===== src/logic/decode_pkg.sv =====
/*
 * Shared definitions for the RV32I decode stage: widths, reset address,
 * major opcodes, operation enums, the classifier output struct and the
 * micro-op handed to execute.
 */

`default_nettype none

package decode_pkg;

    // ----------------------------------------------------------------------
    // Widths and addresses
    // ----------------------------------------------------------------------

    localparam int unsigned XLEN       = 32;         // Data and address width
    localparam int unsigned XL         = XLEN - 1;   // Top bit index
    localparam int unsigned REG_ADDR_W = 5;          // Register address width
    localparam int unsigned INSTR_W    = 32;         // Instruction width

    localparam logic [XL:0] PC_RESET_ADDR = 32'h1000_0000;  // First fetch
    localparam logic [XL:0] INSTR_BYTES   = 32'd4;          // Only 32-bit encodings

    // ----------------------------------------------------------------------
    // Major opcodes in bits 6:0
    // ----------------------------------------------------------------------

    localparam logic [6:0] OPC_LOAD   = 7'b0000011;
    localparam logic [6:0] OPC_STORE  = 7'b0100011;
    localparam logic [6:0] OPC_BRANCH = 7'b1100011;
    localparam logic [6:0] OPC_OP_IMM = 7'b0010011;
    localparam logic [6:0] OPC_OP     = 7'b0110011;
    localparam logic [6:0] OPC_LUI    = 7'b0110111;
    localparam logic [6:0] OPC_AUIPC  = 7'b0010111;
    localparam logic [6:0] OPC_JAL    = 7'b1101111;
    localparam logic [6:0] OPC_JALR   = 7'b1100111;

    // ----------------------------------------------------------------------
    // Operation encodings
    // ----------------------------------------------------------------------

    // The none value of every enum is zero, so an all-zero struct is a bubble
    typedef enum logic [3:0] {
        ALU_NONE, ALU_ADD, ALU_SUB, ALU_AND, ALU_OR, ALU_XOR,
        ALU_SLL, ALU_SRL, ALU_SRA, ALU_SLT, ALU_SLTU
    } alu_op_e;

    typedef enum logic [3:0] {
        CFU_NONE, CFU_BEQ, CFU_BNE, CFU_BLT, CFU_BGE,
        CFU_BLTU, CFU_BGEU, CFU_JAL, CFU_JALR
    } cfu_op_e;

    typedef enum logic [1:0] {
        LSU_NONE, LSU_LOAD, LSU_STORE
    } lsu_op_e;

    typedef enum logic [1:0] {
        LSU_BYTE, LSU_HALF, LSU_WORD
    } lsu_width_e;

    typedef enum logic [1:0] {
        WB_NONE, WB_ALU, WB_LSU, WB_NPC
    } wb_sel_e;

    typedef enum logic [2:0] {
        IMM_NONE, IMM_I, IMM_S, IMM_B, IMM_U, IMM_J, IMM_SHAMT
    } imm_fmt_e;

    typedef enum logic [1:0] {
        LHS_RS1, LHS_PC, LHS_ZERO
    } lhs_sel_e;

    // ----------------------------------------------------------------------
    // Structs
    // ----------------------------------------------------------------------

    // Classifier result, consumed by the operand builder and the top level
    typedef struct packed {
        alu_op_e                alu_op;
        cfu_op_e                cfu_op;
        lsu_op_e                lsu_op;
        lsu_width_e             lsu_width;
        logic                   lsu_sext;   // Sign extend loaded data
        wb_sel_e                wb_sel;
        imm_fmt_e               imm_fmt;
        lhs_sel_e               lhs_sel;
        logic                   rhs_imm;    // ALU rhs is the immediate
        logic [REG_ADDR_W-1:0]  rd;
        logic                   trap;       // Invalid encoding
    } class_t;

    // Micro-op handed to the execute stage
    typedef struct packed {
        logic [REG_ADDR_W-1:0]  rs1;
        logic [REG_ADDR_W-1:0]  rs2;
        logic [REG_ADDR_W-1:0]  rd;
        logic [XL:0]            imm;
        logic [XL:0]            pc;
        logic [XL:0]            npc;
        logic [XL:0]            alu_lhs;
        logic [XL:0]            alu_rhs;
        alu_op_e                alu_op;
        cfu_op_e                cfu_op;
        lsu_op_e                lsu_op;
        lsu_width_e             lsu_width;
        logic                   lsu_sext;
        wb_sel_e                wb_sel;
        logic                   trap;
    } decode_uop_t;

endpackage

`default_nettype wire


===== src/logic/op_classifier.sv =====
/*
 * RV32I instruction classifier. Maps opcode, funct3 and funct7 onto the
 * ALU, control-flow, load/store and writeback encodings, picks the
 * immediate format and operand sources, and flags invalid words.
 */

`default_nettype none

module op_classifier (
    input  logic [decode_pkg::INSTR_W-1:0]    instr_i,      // Instruction word
    output decode_pkg::class_t                class_o,      // Decoded fields
    output logic [decode_pkg::REG_ADDR_W-1:0] rs1_addr_o,   // Source register 1
    output logic [decode_pkg::REG_ADDR_W-1:0] rs2_addr_o    // Source register 2
);

    import decode_pkg::*;

    logic [6:0] opcode;
    logic [2:0] funct3;
    logic [6:0] funct7;
    logic       bad;            // No RV32I encoding matched

    assign opcode = instr_i[6:0];
    assign funct3 = instr_i[14:12];
    assign funct7 = instr_i[31:25];

    // Source fields sit at fixed positions in every format
    assign rs1_addr_o = instr_i[19:15];
    assign rs2_addr_o = instr_i[24:20];

    // Common funct3 mapping of OP and OP-IMM, before funct7 refinement
    function automatic alu_op_e alu_from_funct3(input logic [2:0] f3);
        case (f3)
            3'b000:  return ALU_ADD;
            3'b001:  return ALU_SLL;
            3'b010:  return ALU_SLT;
            3'b011:  return ALU_SLTU;
            3'b100:  return ALU_XOR;
            3'b101:  return ALU_SRL;
            3'b110:  return ALU_OR;
            default: return ALU_AND;
        endcase
    endfunction

    always_comb begin
        bad               = 1'b0;
        class_o.alu_op    = ALU_NONE;
        class_o.cfu_op    = CFU_NONE;
        class_o.lsu_op    = LSU_NONE;
        class_o.lsu_width = LSU_BYTE;
        class_o.lsu_sext  = 1'b0;
        class_o.wb_sel    = WB_NONE;
        class_o.imm_fmt   = IMM_NONE;
        class_o.lhs_sel   = LHS_RS1;
        class_o.rhs_imm   = 1'b0;
        class_o.rd        = instr_i[11:7];
        class_o.trap      = 1'b0;

        case (opcode)
            OPC_LOAD: begin
                class_o.alu_op   = ALU_ADD;                 // Address generation
                class_o.lsu_op   = LSU_LOAD;
                class_o.wb_sel   = WB_LSU;
                class_o.imm_fmt  = IMM_I;
                class_o.rhs_imm  = 1'b1;
                class_o.lsu_sext = !funct3[2];              // LBU and LHU clear it
                case (funct3)
                    3'b000, 3'b100: class_o.lsu_width = LSU_BYTE;
                    3'b001, 3'b101: class_o.lsu_width = LSU_HALF;
                    3'b010:         class_o.lsu_width = LSU_WORD;
                    default:        bad = 1'b1;
                endcase
            end
            OPC_STORE: begin
                class_o.alu_op  = ALU_ADD;
                class_o.lsu_op  = LSU_STORE;
                class_o.imm_fmt = IMM_S;
                class_o.rhs_imm = 1'b1;
                class_o.rd      = '0;                       // Bits 11:7 hold imm
                case (funct3)
                    3'b000:  class_o.lsu_width = LSU_BYTE;
                    3'b001:  class_o.lsu_width = LSU_HALF;
                    3'b010:  class_o.lsu_width = LSU_WORD;
                    default: bad = 1'b1;
                endcase
            end
            OPC_BRANCH: begin
                class_o.alu_op  = ALU_SUB;                  // rs1 - rs2 compare
                class_o.imm_fmt = IMM_B;
                class_o.rd      = '0;
                case (funct3)
                    3'b000:  class_o.cfu_op = CFU_BEQ;
                    3'b001:  class_o.cfu_op = CFU_BNE;
                    3'b100:  class_o.cfu_op = CFU_BLT;
                    3'b101:  class_o.cfu_op = CFU_BGE;
                    3'b110:  class_o.cfu_op = CFU_BLTU;
                    3'b111:  class_o.cfu_op = CFU_BGEU;
                    default: bad = 1'b1;
                endcase
            end
            OPC_OP_IMM: begin
                class_o.alu_op  = alu_from_funct3(funct3);
                class_o.wb_sel  = WB_ALU;
                class_o.imm_fmt = IMM_I;
                class_o.rhs_imm = 1'b1;
                if (funct3 == 3'b001 || funct3 == 3'b101) begin
                    class_o.imm_fmt = IMM_SHAMT;            // Shift-immediates
                    if (funct3 == 3'b101 && funct7 == 7'b0100000) begin
                        class_o.alu_op = ALU_SRA;
                    end else if (funct7 != 7'b0000000) begin
                        bad = 1'b1;
                    end
                end
            end
            OPC_OP: begin
                class_o.alu_op = alu_from_funct3(funct3);
                class_o.wb_sel = WB_ALU;
                if (funct7 == 7'b0100000 && funct3 == 3'b000) begin
                    class_o.alu_op = ALU_SUB;
                end else if (funct7 == 7'b0100000 && funct3 == 3'b101) begin
                    class_o.alu_op = ALU_SRA;
                end else if (funct7 != 7'b0000000) begin
                    bad = 1'b1;
                end
            end
            OPC_LUI: begin
                class_o.alu_op  = ALU_ADD;                  // 0 + imm
                class_o.wb_sel  = WB_ALU;
                class_o.imm_fmt = IMM_U;
                class_o.lhs_sel = LHS_ZERO;
                class_o.rhs_imm = 1'b1;
            end
            OPC_AUIPC: begin
                class_o.alu_op  = ALU_ADD;                  // pc + imm
                class_o.wb_sel  = WB_ALU;
                class_o.imm_fmt = IMM_U;
                class_o.lhs_sel = LHS_PC;
                class_o.rhs_imm = 1'b1;
            end
            OPC_JAL: begin
                class_o.cfu_op  = CFU_JAL;
                class_o.wb_sel  = WB_NPC;                   // Link address
                class_o.imm_fmt = IMM_J;
            end
            OPC_JALR: begin
                class_o.alu_op  = ALU_ADD;                  // Target rs1 + imm
                class_o.cfu_op  = CFU_JALR;
                class_o.wb_sel  = WB_NPC;
                class_o.imm_fmt = IMM_I;
                class_o.rhs_imm = 1'b1;
                bad             = (funct3 != 3'b000);
            end
            default: bad = 1'b1;                            // SYSTEM lands here too
        endcase

        // An invalid word leaves a bubble behind with only trap raised
        if (bad) begin
            class_o      = '0;
            class_o.trap = 1'b1;
        end
    end

endmodule

`default_nettype wire


===== src/logic/operand_builder.sv =====
/*
 * Immediate extraction for the I, S, B, U, J and shift-amount formats,
 * and selection of the two ALU operands.
 */

`default_nettype none

module operand_builder (
    input  logic [decode_pkg::INSTR_W-1:0] instr_i,     // Instruction word
    input  decode_pkg::imm_fmt_e           imm_fmt_i,   // Immediate format
    input  decode_pkg::lhs_sel_e           lhs_sel_i,   // Left operand source
    input  logic                           rhs_imm_i,   // Right operand is imm
    input  logic [decode_pkg::XLEN-1:0]    pc_i,        // Current pc
    input  logic [decode_pkg::XLEN-1:0]    rs1_data_i,  // Forwarded rs1
    input  logic [decode_pkg::XLEN-1:0]    rs2_data_i,  // Forwarded rs2
    output logic [decode_pkg::XLEN-1:0]    imm_o,       // Extended immediate
    output logic [decode_pkg::XLEN-1:0]    alu_lhs_o,   // ALU left operand
    output logic [decode_pkg::XLEN-1:0]    alu_rhs_o    // ALU right operand
);

    import decode_pkg::*;

    logic sign;                 // Bit 31 is the sign in every format

    assign sign = instr_i[31];

    // ----------------------------------------------------------------------
    // Immediate
    // ----------------------------------------------------------------------

    always_comb begin
        case (imm_fmt_i)
            IMM_I: imm_o = {{(XLEN-12){sign}}, instr_i[31:20]};
            IMM_S: imm_o = {{(XLEN-12){sign}}, instr_i[31:25], instr_i[11:7]};
            IMM_B: begin
                imm_o = {{(XLEN-13){sign}}, instr_i[31], instr_i[7],
                         instr_i[30:25], instr_i[11:8], 1'b0};
            end
            IMM_U: imm_o = {instr_i[31:12], 12'b0};
            IMM_J: begin
                imm_o = {{(XLEN-21){sign}}, instr_i[31], instr_i[19:12],
                         instr_i[20], instr_i[30:21], 1'b0};
            end
            IMM_SHAMT: imm_o = {{(XLEN-5){1'b0}}, instr_i[24:20]};  // Unsigned
            default:   imm_o = '0;
        endcase
    end

    // ----------------------------------------------------------------------
    // ALU operands
    // ----------------------------------------------------------------------

    always_comb begin
        case (lhs_sel_i)
            LHS_PC:   alu_lhs_o = pc_i;         // AUIPC
            LHS_ZERO: alu_lhs_o = '0;           // LUI
            default:  alu_lhs_o = rs1_data_i;
        endcase
    end

    assign alu_rhs_o = rhs_imm_i ? imm_o : rs2_data_i;

endmodule

`default_nettype wire


===== src/logic/pc_tracker.sv =====
/*
 * Program counter register with reset address, redirect load and
 * advance on instruction consumption.
 */

`default_nettype none

module pc_tracker (
    input  logic                        g_clk,
    input  logic                        g_resetn,
    input  logic                        eat_i,          // Instruction consumed
    input  logic                        cf_valid_i,     // Redirect strobe
    input  logic [decode_pkg::XLEN-1:0] cf_target_i,    // Redirect address
    output logic [decode_pkg::XLEN-1:0] pc_o,           // Current pc
    output logic [decode_pkg::XLEN-1:0] npc_o           // Sequential next pc
);

    import decode_pkg::*;

    logic [XL:0] pc_q;

    assign npc_o = pc_q + INSTR_BYTES;
    assign pc_o  = pc_q;

    // A redirect beats an eat in the same cycle
    always_ff @(posedge g_clk) begin
        if (!g_resetn) begin
            pc_q <= PC_RESET_ADDR;
        end else if (cf_valid_i) begin
            pc_q <= cf_target_i;
        end else if (eat_i) begin
            pc_q <= npc_o;
        end
    end

endmodule

`default_nettype wire


===== src/logic/decode_stage.sv =====
/*
 * Decode and operand-gather stage top. Handshake with fetch and execute,
 * and assembly of the outgoing micro-op.
 */

`default_nettype none

module decode_stage (
    input  logic                              g_clk,
    input  logic                              g_resetn,
    input  logic                              instr_valid_i,  // Fetch has a word
    input  logic [decode_pkg::INSTR_W-1:0]    instr_i,        // Word to decode
    input  logic                              ex_ready_i,     // Execute can accept
    input  logic                              cf_valid_i,     // Redirect strobe
    input  logic [decode_pkg::XLEN-1:0]       cf_target_i,    // Redirect address
    input  logic [decode_pkg::XLEN-1:0]       rs1_data_i,     // Forwarded rs1
    input  logic [decode_pkg::XLEN-1:0]       rs2_data_i,     // Forwarded rs2
    output logic                              instr_eat_o,    // Word consumed
    output logic                              ex_valid_o,     // Micro-op valid
    output logic [decode_pkg::REG_ADDR_W-1:0] rs1_addr_o,
    output logic [decode_pkg::REG_ADDR_W-1:0] rs2_addr_o,
    output decode_pkg::decode_uop_t           ex_uop_o
);

    import decode_pkg::*;

    class_t      cls;
    logic [XL:0] pc;
    logic [XL:0] npc;
    logic [XL:0] imm;
    logic [XL:0] alu_lhs;
    logic [XL:0] alu_rhs;

    // ----------------------------------------------------------------------
    // Handshake
    // ----------------------------------------------------------------------

    assign instr_eat_o = instr_valid_i && ex_ready_i;
    assign ex_valid_o  = instr_valid_i;

    // ----------------------------------------------------------------------
    // Submodules
    // ----------------------------------------------------------------------

    op_classifier u_classifier (
        .instr_i    (instr_i),
        .class_o    (cls),
        .rs1_addr_o (rs1_addr_o),
        .rs2_addr_o (rs2_addr_o)
    );

    operand_builder u_operands (
        .instr_i    (instr_i),
        .imm_fmt_i  (cls.imm_fmt),
        .lhs_sel_i  (cls.lhs_sel),
        .rhs_imm_i  (cls.rhs_imm),
        .pc_i       (pc),
        .rs1_data_i (rs1_data_i),
        .rs2_data_i (rs2_data_i),
        .imm_o      (imm),
        .alu_lhs_o  (alu_lhs),
        .alu_rhs_o  (alu_rhs)
    );

    pc_tracker u_pc (
        .g_clk       (g_clk),
        .g_resetn    (g_resetn),
        .eat_i       (instr_eat_o),
        .cf_valid_i  (cf_valid_i),
        .cf_target_i (cf_target_i),
        .pc_o        (pc),
        .npc_o       (npc)
    );

    // ----------------------------------------------------------------------
    // Micro-op assembly
    // ----------------------------------------------------------------------

    always_comb begin
        ex_uop_o.rs1       = rs1_addr_o;
        ex_uop_o.rs2       = rs2_addr_o;
        ex_uop_o.rd        = cls.rd;          // Already zero for S, B and traps
        ex_uop_o.imm       = imm;
        ex_uop_o.pc        = pc;
        ex_uop_o.npc       = npc;
        ex_uop_o.alu_lhs   = alu_lhs;
        ex_uop_o.alu_rhs   = alu_rhs;
        ex_uop_o.alu_op    = cls.alu_op;
        ex_uop_o.cfu_op    = cls.cfu_op;
        ex_uop_o.lsu_op    = cls.lsu_op;
        ex_uop_o.lsu_width = cls.lsu_width;
        ex_uop_o.lsu_sext  = cls.lsu_sext;
        ex_uop_o.wb_sel    = cls.wb_sel;
        ex_uop_o.trap      = cls.trap;
    end

endmodule

`default_nettype wire


===== config.mk =====
export PLATFORM = sky130hd
export DESIGN_NAME = decode_stage
export DESIGN_NICKNAME = d
export VERILOG_FILES = /design/src/logic/decode_pkg.sv /design/src/logic/op_classifier.sv /design/src/logic/operand_builder.sv /design/src/logic/pc_tracker.sv /design/src/logic/decode_stage.sv
export SDC_FILE = /design/constraint.sdc
export NUM_CORES = 1
export LEC_CHECK = 0
export ABC_AREA = 1
export BUFFER_PORTS_ARGS = -buffer_cell sky130_fd_sc_hd__buf_2
export CORE_AREA = 2 2 129 131
export CTS_BUF_LIST = sky130_fd_sc_hd__clkbuf_2 sky130_fd_sc_hd__clkbuf_4 sky130_fd_sc_hd__clkbuf_8
export DETAILED_ROUTE_END_ITERATION = 10
export DIE_AREA = 0 0 131 133
export GPL_TIMING_DRIVEN = 0
export PLACE_DENSITY = 0.67
export SKIP_CTS_REPAIR_TIMING = 1
export SYNTH_ARGS = -nofsm -noshare
export SYNTH_HDL_FRONTEND = slang
export SYNTH_SLANG_ARGS = --single-unit

===== constraint.sdc =====
create_clock -name g_clk -period 5.9 [get_ports g_clk]
set_input_delay 0.885 -clock g_clk [delete_from_list [all_inputs] [get_ports g_clk]]
set_output_delay 0.885 -clock g_clk [all_outputs]
set_load 0.02 [all_outputs]

# Yosys cells after proc, flatten, opt, wreduce, memory -nomap -nowiden

Cells that the tools add are included.

Add/sub/neg operators: 1
Reductions and logical operators: 21
Mux-type cells: 31
Equal/unequal tests: 25

Operators with widths:

| kind                                                             | number |
|---|---|
| 32-bit one-hot mux with 6 select lines                           | 1 |
| 32-bit 2-to-1 mux                                                | 3 |
| 32-bit one-hot mux with 2 select lines                           | 1 |
| 3-bit one-hot mux with 6 select lines                            | 2 |
| 32-bit by 3-bit adder with 32-bit output (second input constant) | 1 |
| 7-bit by 6-bit == test with 1-bit output (second input constant) | 4 |
| 4-bit one-hot mux with 7 select lines                            | 1 |
| 27-bit 2-to-1 mux                                                | 1 |
| 3-bit == test (second input constant)                            | 7 |
| 7-bit == test (second input constant)                            | 3 |
| 4-bit one-hot mux with 4 select lines                            | 1 |
| 7-bit by 5-bit == test with 1-bit output (second input constant) | 2 |
| 3-bit by 2-bit == test with 1-bit output (second input constant) | 4 |
| 4-bit 2-to-1 mux                                                 | 3 |
| 2-bit one-hot mux with 2 select lines                            | 3 |
| 4-bit one-hot mux with 3 select lines                            | 1 |
| 6-bit OR reduction                                               | 2 |
| 2-bit OR reduction                                               | 5 |
| 5-bit OR reduction                                               | 2 |
| 1-bit 2-to-1 mux                                                 | 9 |
| 4-bit one-hot mux with 2 select lines                            | 1 |
| 7-bit by 2-bit == test with 1-bit output (second input constant) | 1 |
| 1-bit one-hot mux with 7 select lines                            | 1 |
| 7-bit nonzero test                                               | 1 |
| 14 further kinds                                                 | 18 |

Output and inout port bits: 203
Register bits: 32
Input port bits: 133
Word-level logic and storage cells: 79

# Logic depth before layout (Yosys ltp)

Word-level depth: 9
Depth in mapped cells: 16
Gate-level depth less buffers: 15

# By module

Synthesis repeated with hierarchy kept, for this count alone.

Cells, all modules: 808
Area, all modules: 4391.7 µm²

By module, submodules not included:

| module          | instances | cells an instance | area each (µm²) | sequential area each (µm²) |
|---|---|---|---|---|
| pc_tracker      | 1         | 350               | 2204.6          | 640.6 |
| operand_builder | 1         | 284               | 1295.0          | 0.0 |
| op_classifier   | 1         | 161               | 802.0           | 0.0 |
| decode_stage    | 1         | 13                | 90.1            | 0.0 |

# Worst setup path after synthesis

OpenSTA, ideal clock, no wires.

Path kind: input to output
Start: input port instr_i[14] (netlist bit)
End: output port ex_uop_o[14] (netlist bit)
Buffers on the path: 1
Arrival: 2926 ps
Slack: 2089 ps
Required time: 5015 ps
Cell stages on the path: 9
Cell sequence: buf_2 > nor2_1 > nand2_1 > nand3b_1 > nand3_1 > nand2_2 > nor2_8 > inv_4 > a2111oi_0

RTL lines:

| item               | RTL line           | source |
|---|---|---|
| start: declaration | decode_stage.sv:12 | `input logic [decode_pkg::INSTR_W-1:0] instr_i,` |
| end: declaration   | decode_stage.sv:22 | `output decode_pkg::decode_uop_t ex_uop_o` |

==> key figures <==
Run status
  – Status: completed

Worst setup path
  – Crit Path Max Fanout: 10
  – Crit. End Element: primary output
  – CP max-delay cell: o21ai_2
  – Most used cell, CP: nand2_1
  – Worst r2r path cells: 10
  – Critical Path Start Type: input pin
  – Flop-to-flop setup slack: 3.34 ns
  – Buf/Inv on CP: 5
  – Worst endpoint required time: 5.02 ns
  – Crit-path cells: buf_2 > inv_1 > nand2_1 > nor2_1 > nand3_1 > nand2_1 > inv_1 > nand2_1 > inv_1 > nand4_4 > nand2_2 > o21ai_2 > nand2_1 > buf_2
  – Setup Crit Path Kind: input pin to primary output
  – R2R Path Start: u_pc.pc_o[3]
  – Arr. time, crit path: 3.18 ns
  – CP delay by family, top: simple AND/OR/NAND/NOR gates
  – Slowest stage delay, CP: 0.37 ns
  – Reg2reg end: u_pc.pc_o[28]

Clocking
  – CTS Buffer Depth: 2
  – Clock Latency Late Sink: 0.31 ns
  – CTS clk-pin slew, worst paths: 0.07 ns
  – Clk sinks: 32
  – H-tree depth: 2
  – CTS Buf Count: 5
  – CTS tree: yes
  – Clock root buffer: clkbuf_8

Timing
  – Hold Vio Cnt, Final: 0
  – Slew headroom: 0.535
  – RSZ-0062 raised after global routing: no
  – Fmax: 0.246 GHz
  – Slack of the critical path: 1.84 ns
  – Post-route minimum period: 4.06 ns
  – WHS: 0.561 ns
  – Setup Skew: 0.00295 ns
  – Fin crit share: 0.689
  – Fin. max-slew vios: 0
  – TNS Setup: 0 ns
  – Worst-Margin Slew: 0.698 ns
  – Final setup viols: 0

Finish
  – Fillers: 1,830
  – Multi-input combinational cell area: 0.00287 mm^2
  – Design Area, Final: 0.00610 mm^2
  – Non-Filler Instances: 1,325
  – Final #Nets: 1,237
  – Ratio of cells with drive above 1 in the final layout: 0.363
  – Area Growth Syn to Fin: 49.9%
  – Register Area: 641 um^2
  – Max reg flops: 32

Hold path
  – Worst hold endpoint: u_pc.pc_o[2]
  – Hold Path Class: register to register
  – Worst Hold Depth: 2
  – Hold Startpoint: u_pc.pc_o[2]

Logic synthesis
  – Synth Area per Inst: 5.34 um^2
  – Sequential element share of the synthesized area: 0.157
  – Netlist area before placement: 0.00407 mm^2
  – #FFs+latches synth: 32
  – Synthesized Nets: 897
  – Mapped Cells: 762
  – Ys Warns: 0
  – Synth unique cells: 43

Floorplan
  – I/O pin total: 336
  – Core Area: 0.0162 mm^2
  – Initial core utilization: 0.252
  – Die footprint: 0.0174 mm^2
  – Rows: 47
  – Die X: 131 um
  – Die span in y: 133 um

Global route
  – First-pass GRT wire length: 31,600 um
  – Largest net degree at the start of global routing: 11
  – Vias in the first global route: 5,887
  – Initial antenna violation count: 3
  – Total grt overflow: 0
  – Total GRT Usage: 0.235

Routing
  – Iteration-0 DRC Markers: 287
  – Drt via density: 4.75
  – DR pass1 iterations: 5
  – Routed wire per std cell: 16.3 um
  – Post-route ant nets: 0
  – Via count: 6,297
  – Drt drc: 0
  – Wirelength, routed: 21,600 um

Placed design
  – I/O Buffers: 333
  – HPWL after detailed placement: 18,100 um
  – Gpl congestion: 0.911
  – Cell Area, Placed: 0.00601 mm^2
  – Placed Cells: 1,315
  – Post-placement setup slack: 1.82 ns

Power
  – VDD IR max: 126 uV
  – PwrDens: 125 mW/mm^2
  – LEAKAGE: 3.69 nW

Job
  – Max cap viols: 0
==> routing by layer <==
metal  up-vias  global-route usage  part of all wire
met1      2807               0.240              0.36
li1       3088                   -                 -
met4         0               0.123             0.045
met3        53              0.0469             0.085
met5         -                   0                 0
met2       349               0.439              0.51
==> per-stage QoR <==
stage / total power [W] / util
after floorplan: 0.000439 / -
after detailed placement: 0.000589 / 0.372
after CTS: 0.000761 / 0.377
after global placement: 0.000588 / 0.372
after global routing: 0.000795 / 0.377
final: 0.000764 / 0.377
==> logic make-up (layout without fill, tap and decap cells) <==
kind of cell             after synthesis  count (layout)  share of synthesized area
AO/OA/AOI/OAI                         76              76                      0.114
XOR/XNOR                              27              27                     0.0581
adder cells (fa/ha/maj)                2               2                    0.00615
buffers and inverters                118             458                      0.137
flip-flops                            32              32                      0.157
other                                  0               3                          0
AND/OR/NAND/NOR                      507             507                      0.528
==> cells in the mapped netlist (all sizes together) <==
cell type  instances  share of area
xnor2              6          0.013
buf               36          0.060
nor4               2         0.0031
a22oi              1         0.0018
nand4             11          0.022
clkbuf            23          0.021
nor3              13          0.019
o22ai              1         0.0015
a2111oi            1         0.0022
clkinv             1        0.00092
a211oi             1         0.0018
o31ai              2         0.0037
o21ai             18          0.023
a21o               6          0.011
or2                3         0.0046
nor2              86          0.086
xor2              21          0.045
and2               2         0.0031
nand3b             2         0.0037
ha                 2         0.0062
nand3             68          0.084
o211ai             2         0.0049
a31oi             20          0.031
nand2            320           0.30
o221ai             1         0.0022
a21oi             23          0.031
inv               58          0.054
dfxtp             32           0.16
==> power breakdown <==
group | internal (W) | total, W | switching [W] | leakage, nW
clock network | 0.0000799 | 0.000177 | 0.0000968 | 0.0400
registers | 0.000229 | 0.000255 | 0.0000260 | 0.264
logic | 0.000121 | 0.000332 | 0.000211 | 3.38
total | 0.000430 | 0.000764 | 0.000334 | 3.69
==> worst max-delay path by stage <==
stage	startpoint	endpoint	slack [ns]	cells past startpoint
2_1_floorplan	instr_i[14]	ex_uop_o[14]	2.09	9
3_3_place_gp	instr_i[4]	ex_uop_o[76]	1.83	12
3_5_place_dp	instr_i[4]	ex_uop_o[76]	1.82	12
4_1_cts	instr_i[4]	ex_uop_o[76]	1.81	12
5_1_grt	instr_i[4]	ex_uop_o[35]	1.58	17
6_report	instr_i[4]	ex_uop_o[168]	1.84	14
==> layout make-up <==
| class | count | area share |
|---|---|---|
| antenna | 3 | 0.00123 |
| inverter | 59 | 0.0367 |
| clock buffer | 5 | 0.0113 |
| clock inverter | 2 | 0.00205 |
| timing repair buffer | 333 | 0.273 |
| sequential | 32 | 0.105 |
| multi-input combinational | 612 | 0.471 |
| buffer | 59 | 0.0544 |
| tap | 220 | 0.0451 |
==> tightest hold or removal path, cell delays in order, from the launching register on <==
cell     delay (ns)
dfxtp_1        0.37
nand2_1        0.09
a21oi_1        0.06
==> layout by cell type (no fill, tap or decap), types with 3 or more instances in the layout <==
cell type / n
a21o_1: 6
a21oi_1: 22
a31oi_1: 20
buf_1: 3
buf_2: 340
buf_4: 25
clkbuf_1: 23
clkbuf_8: 5
dfxtp_1: 32
diode_2: 3
inv_1: 55
nand2_1: 309
nand2_2: 11
nand3_1: 68
nand4_1: 9
nor2_1: 82
nor3_1: 12
o21ai_0: 17
or2_2: 3
xnor2_1: 6
xor2_1: 21
(Power assumes the default switching activity.)
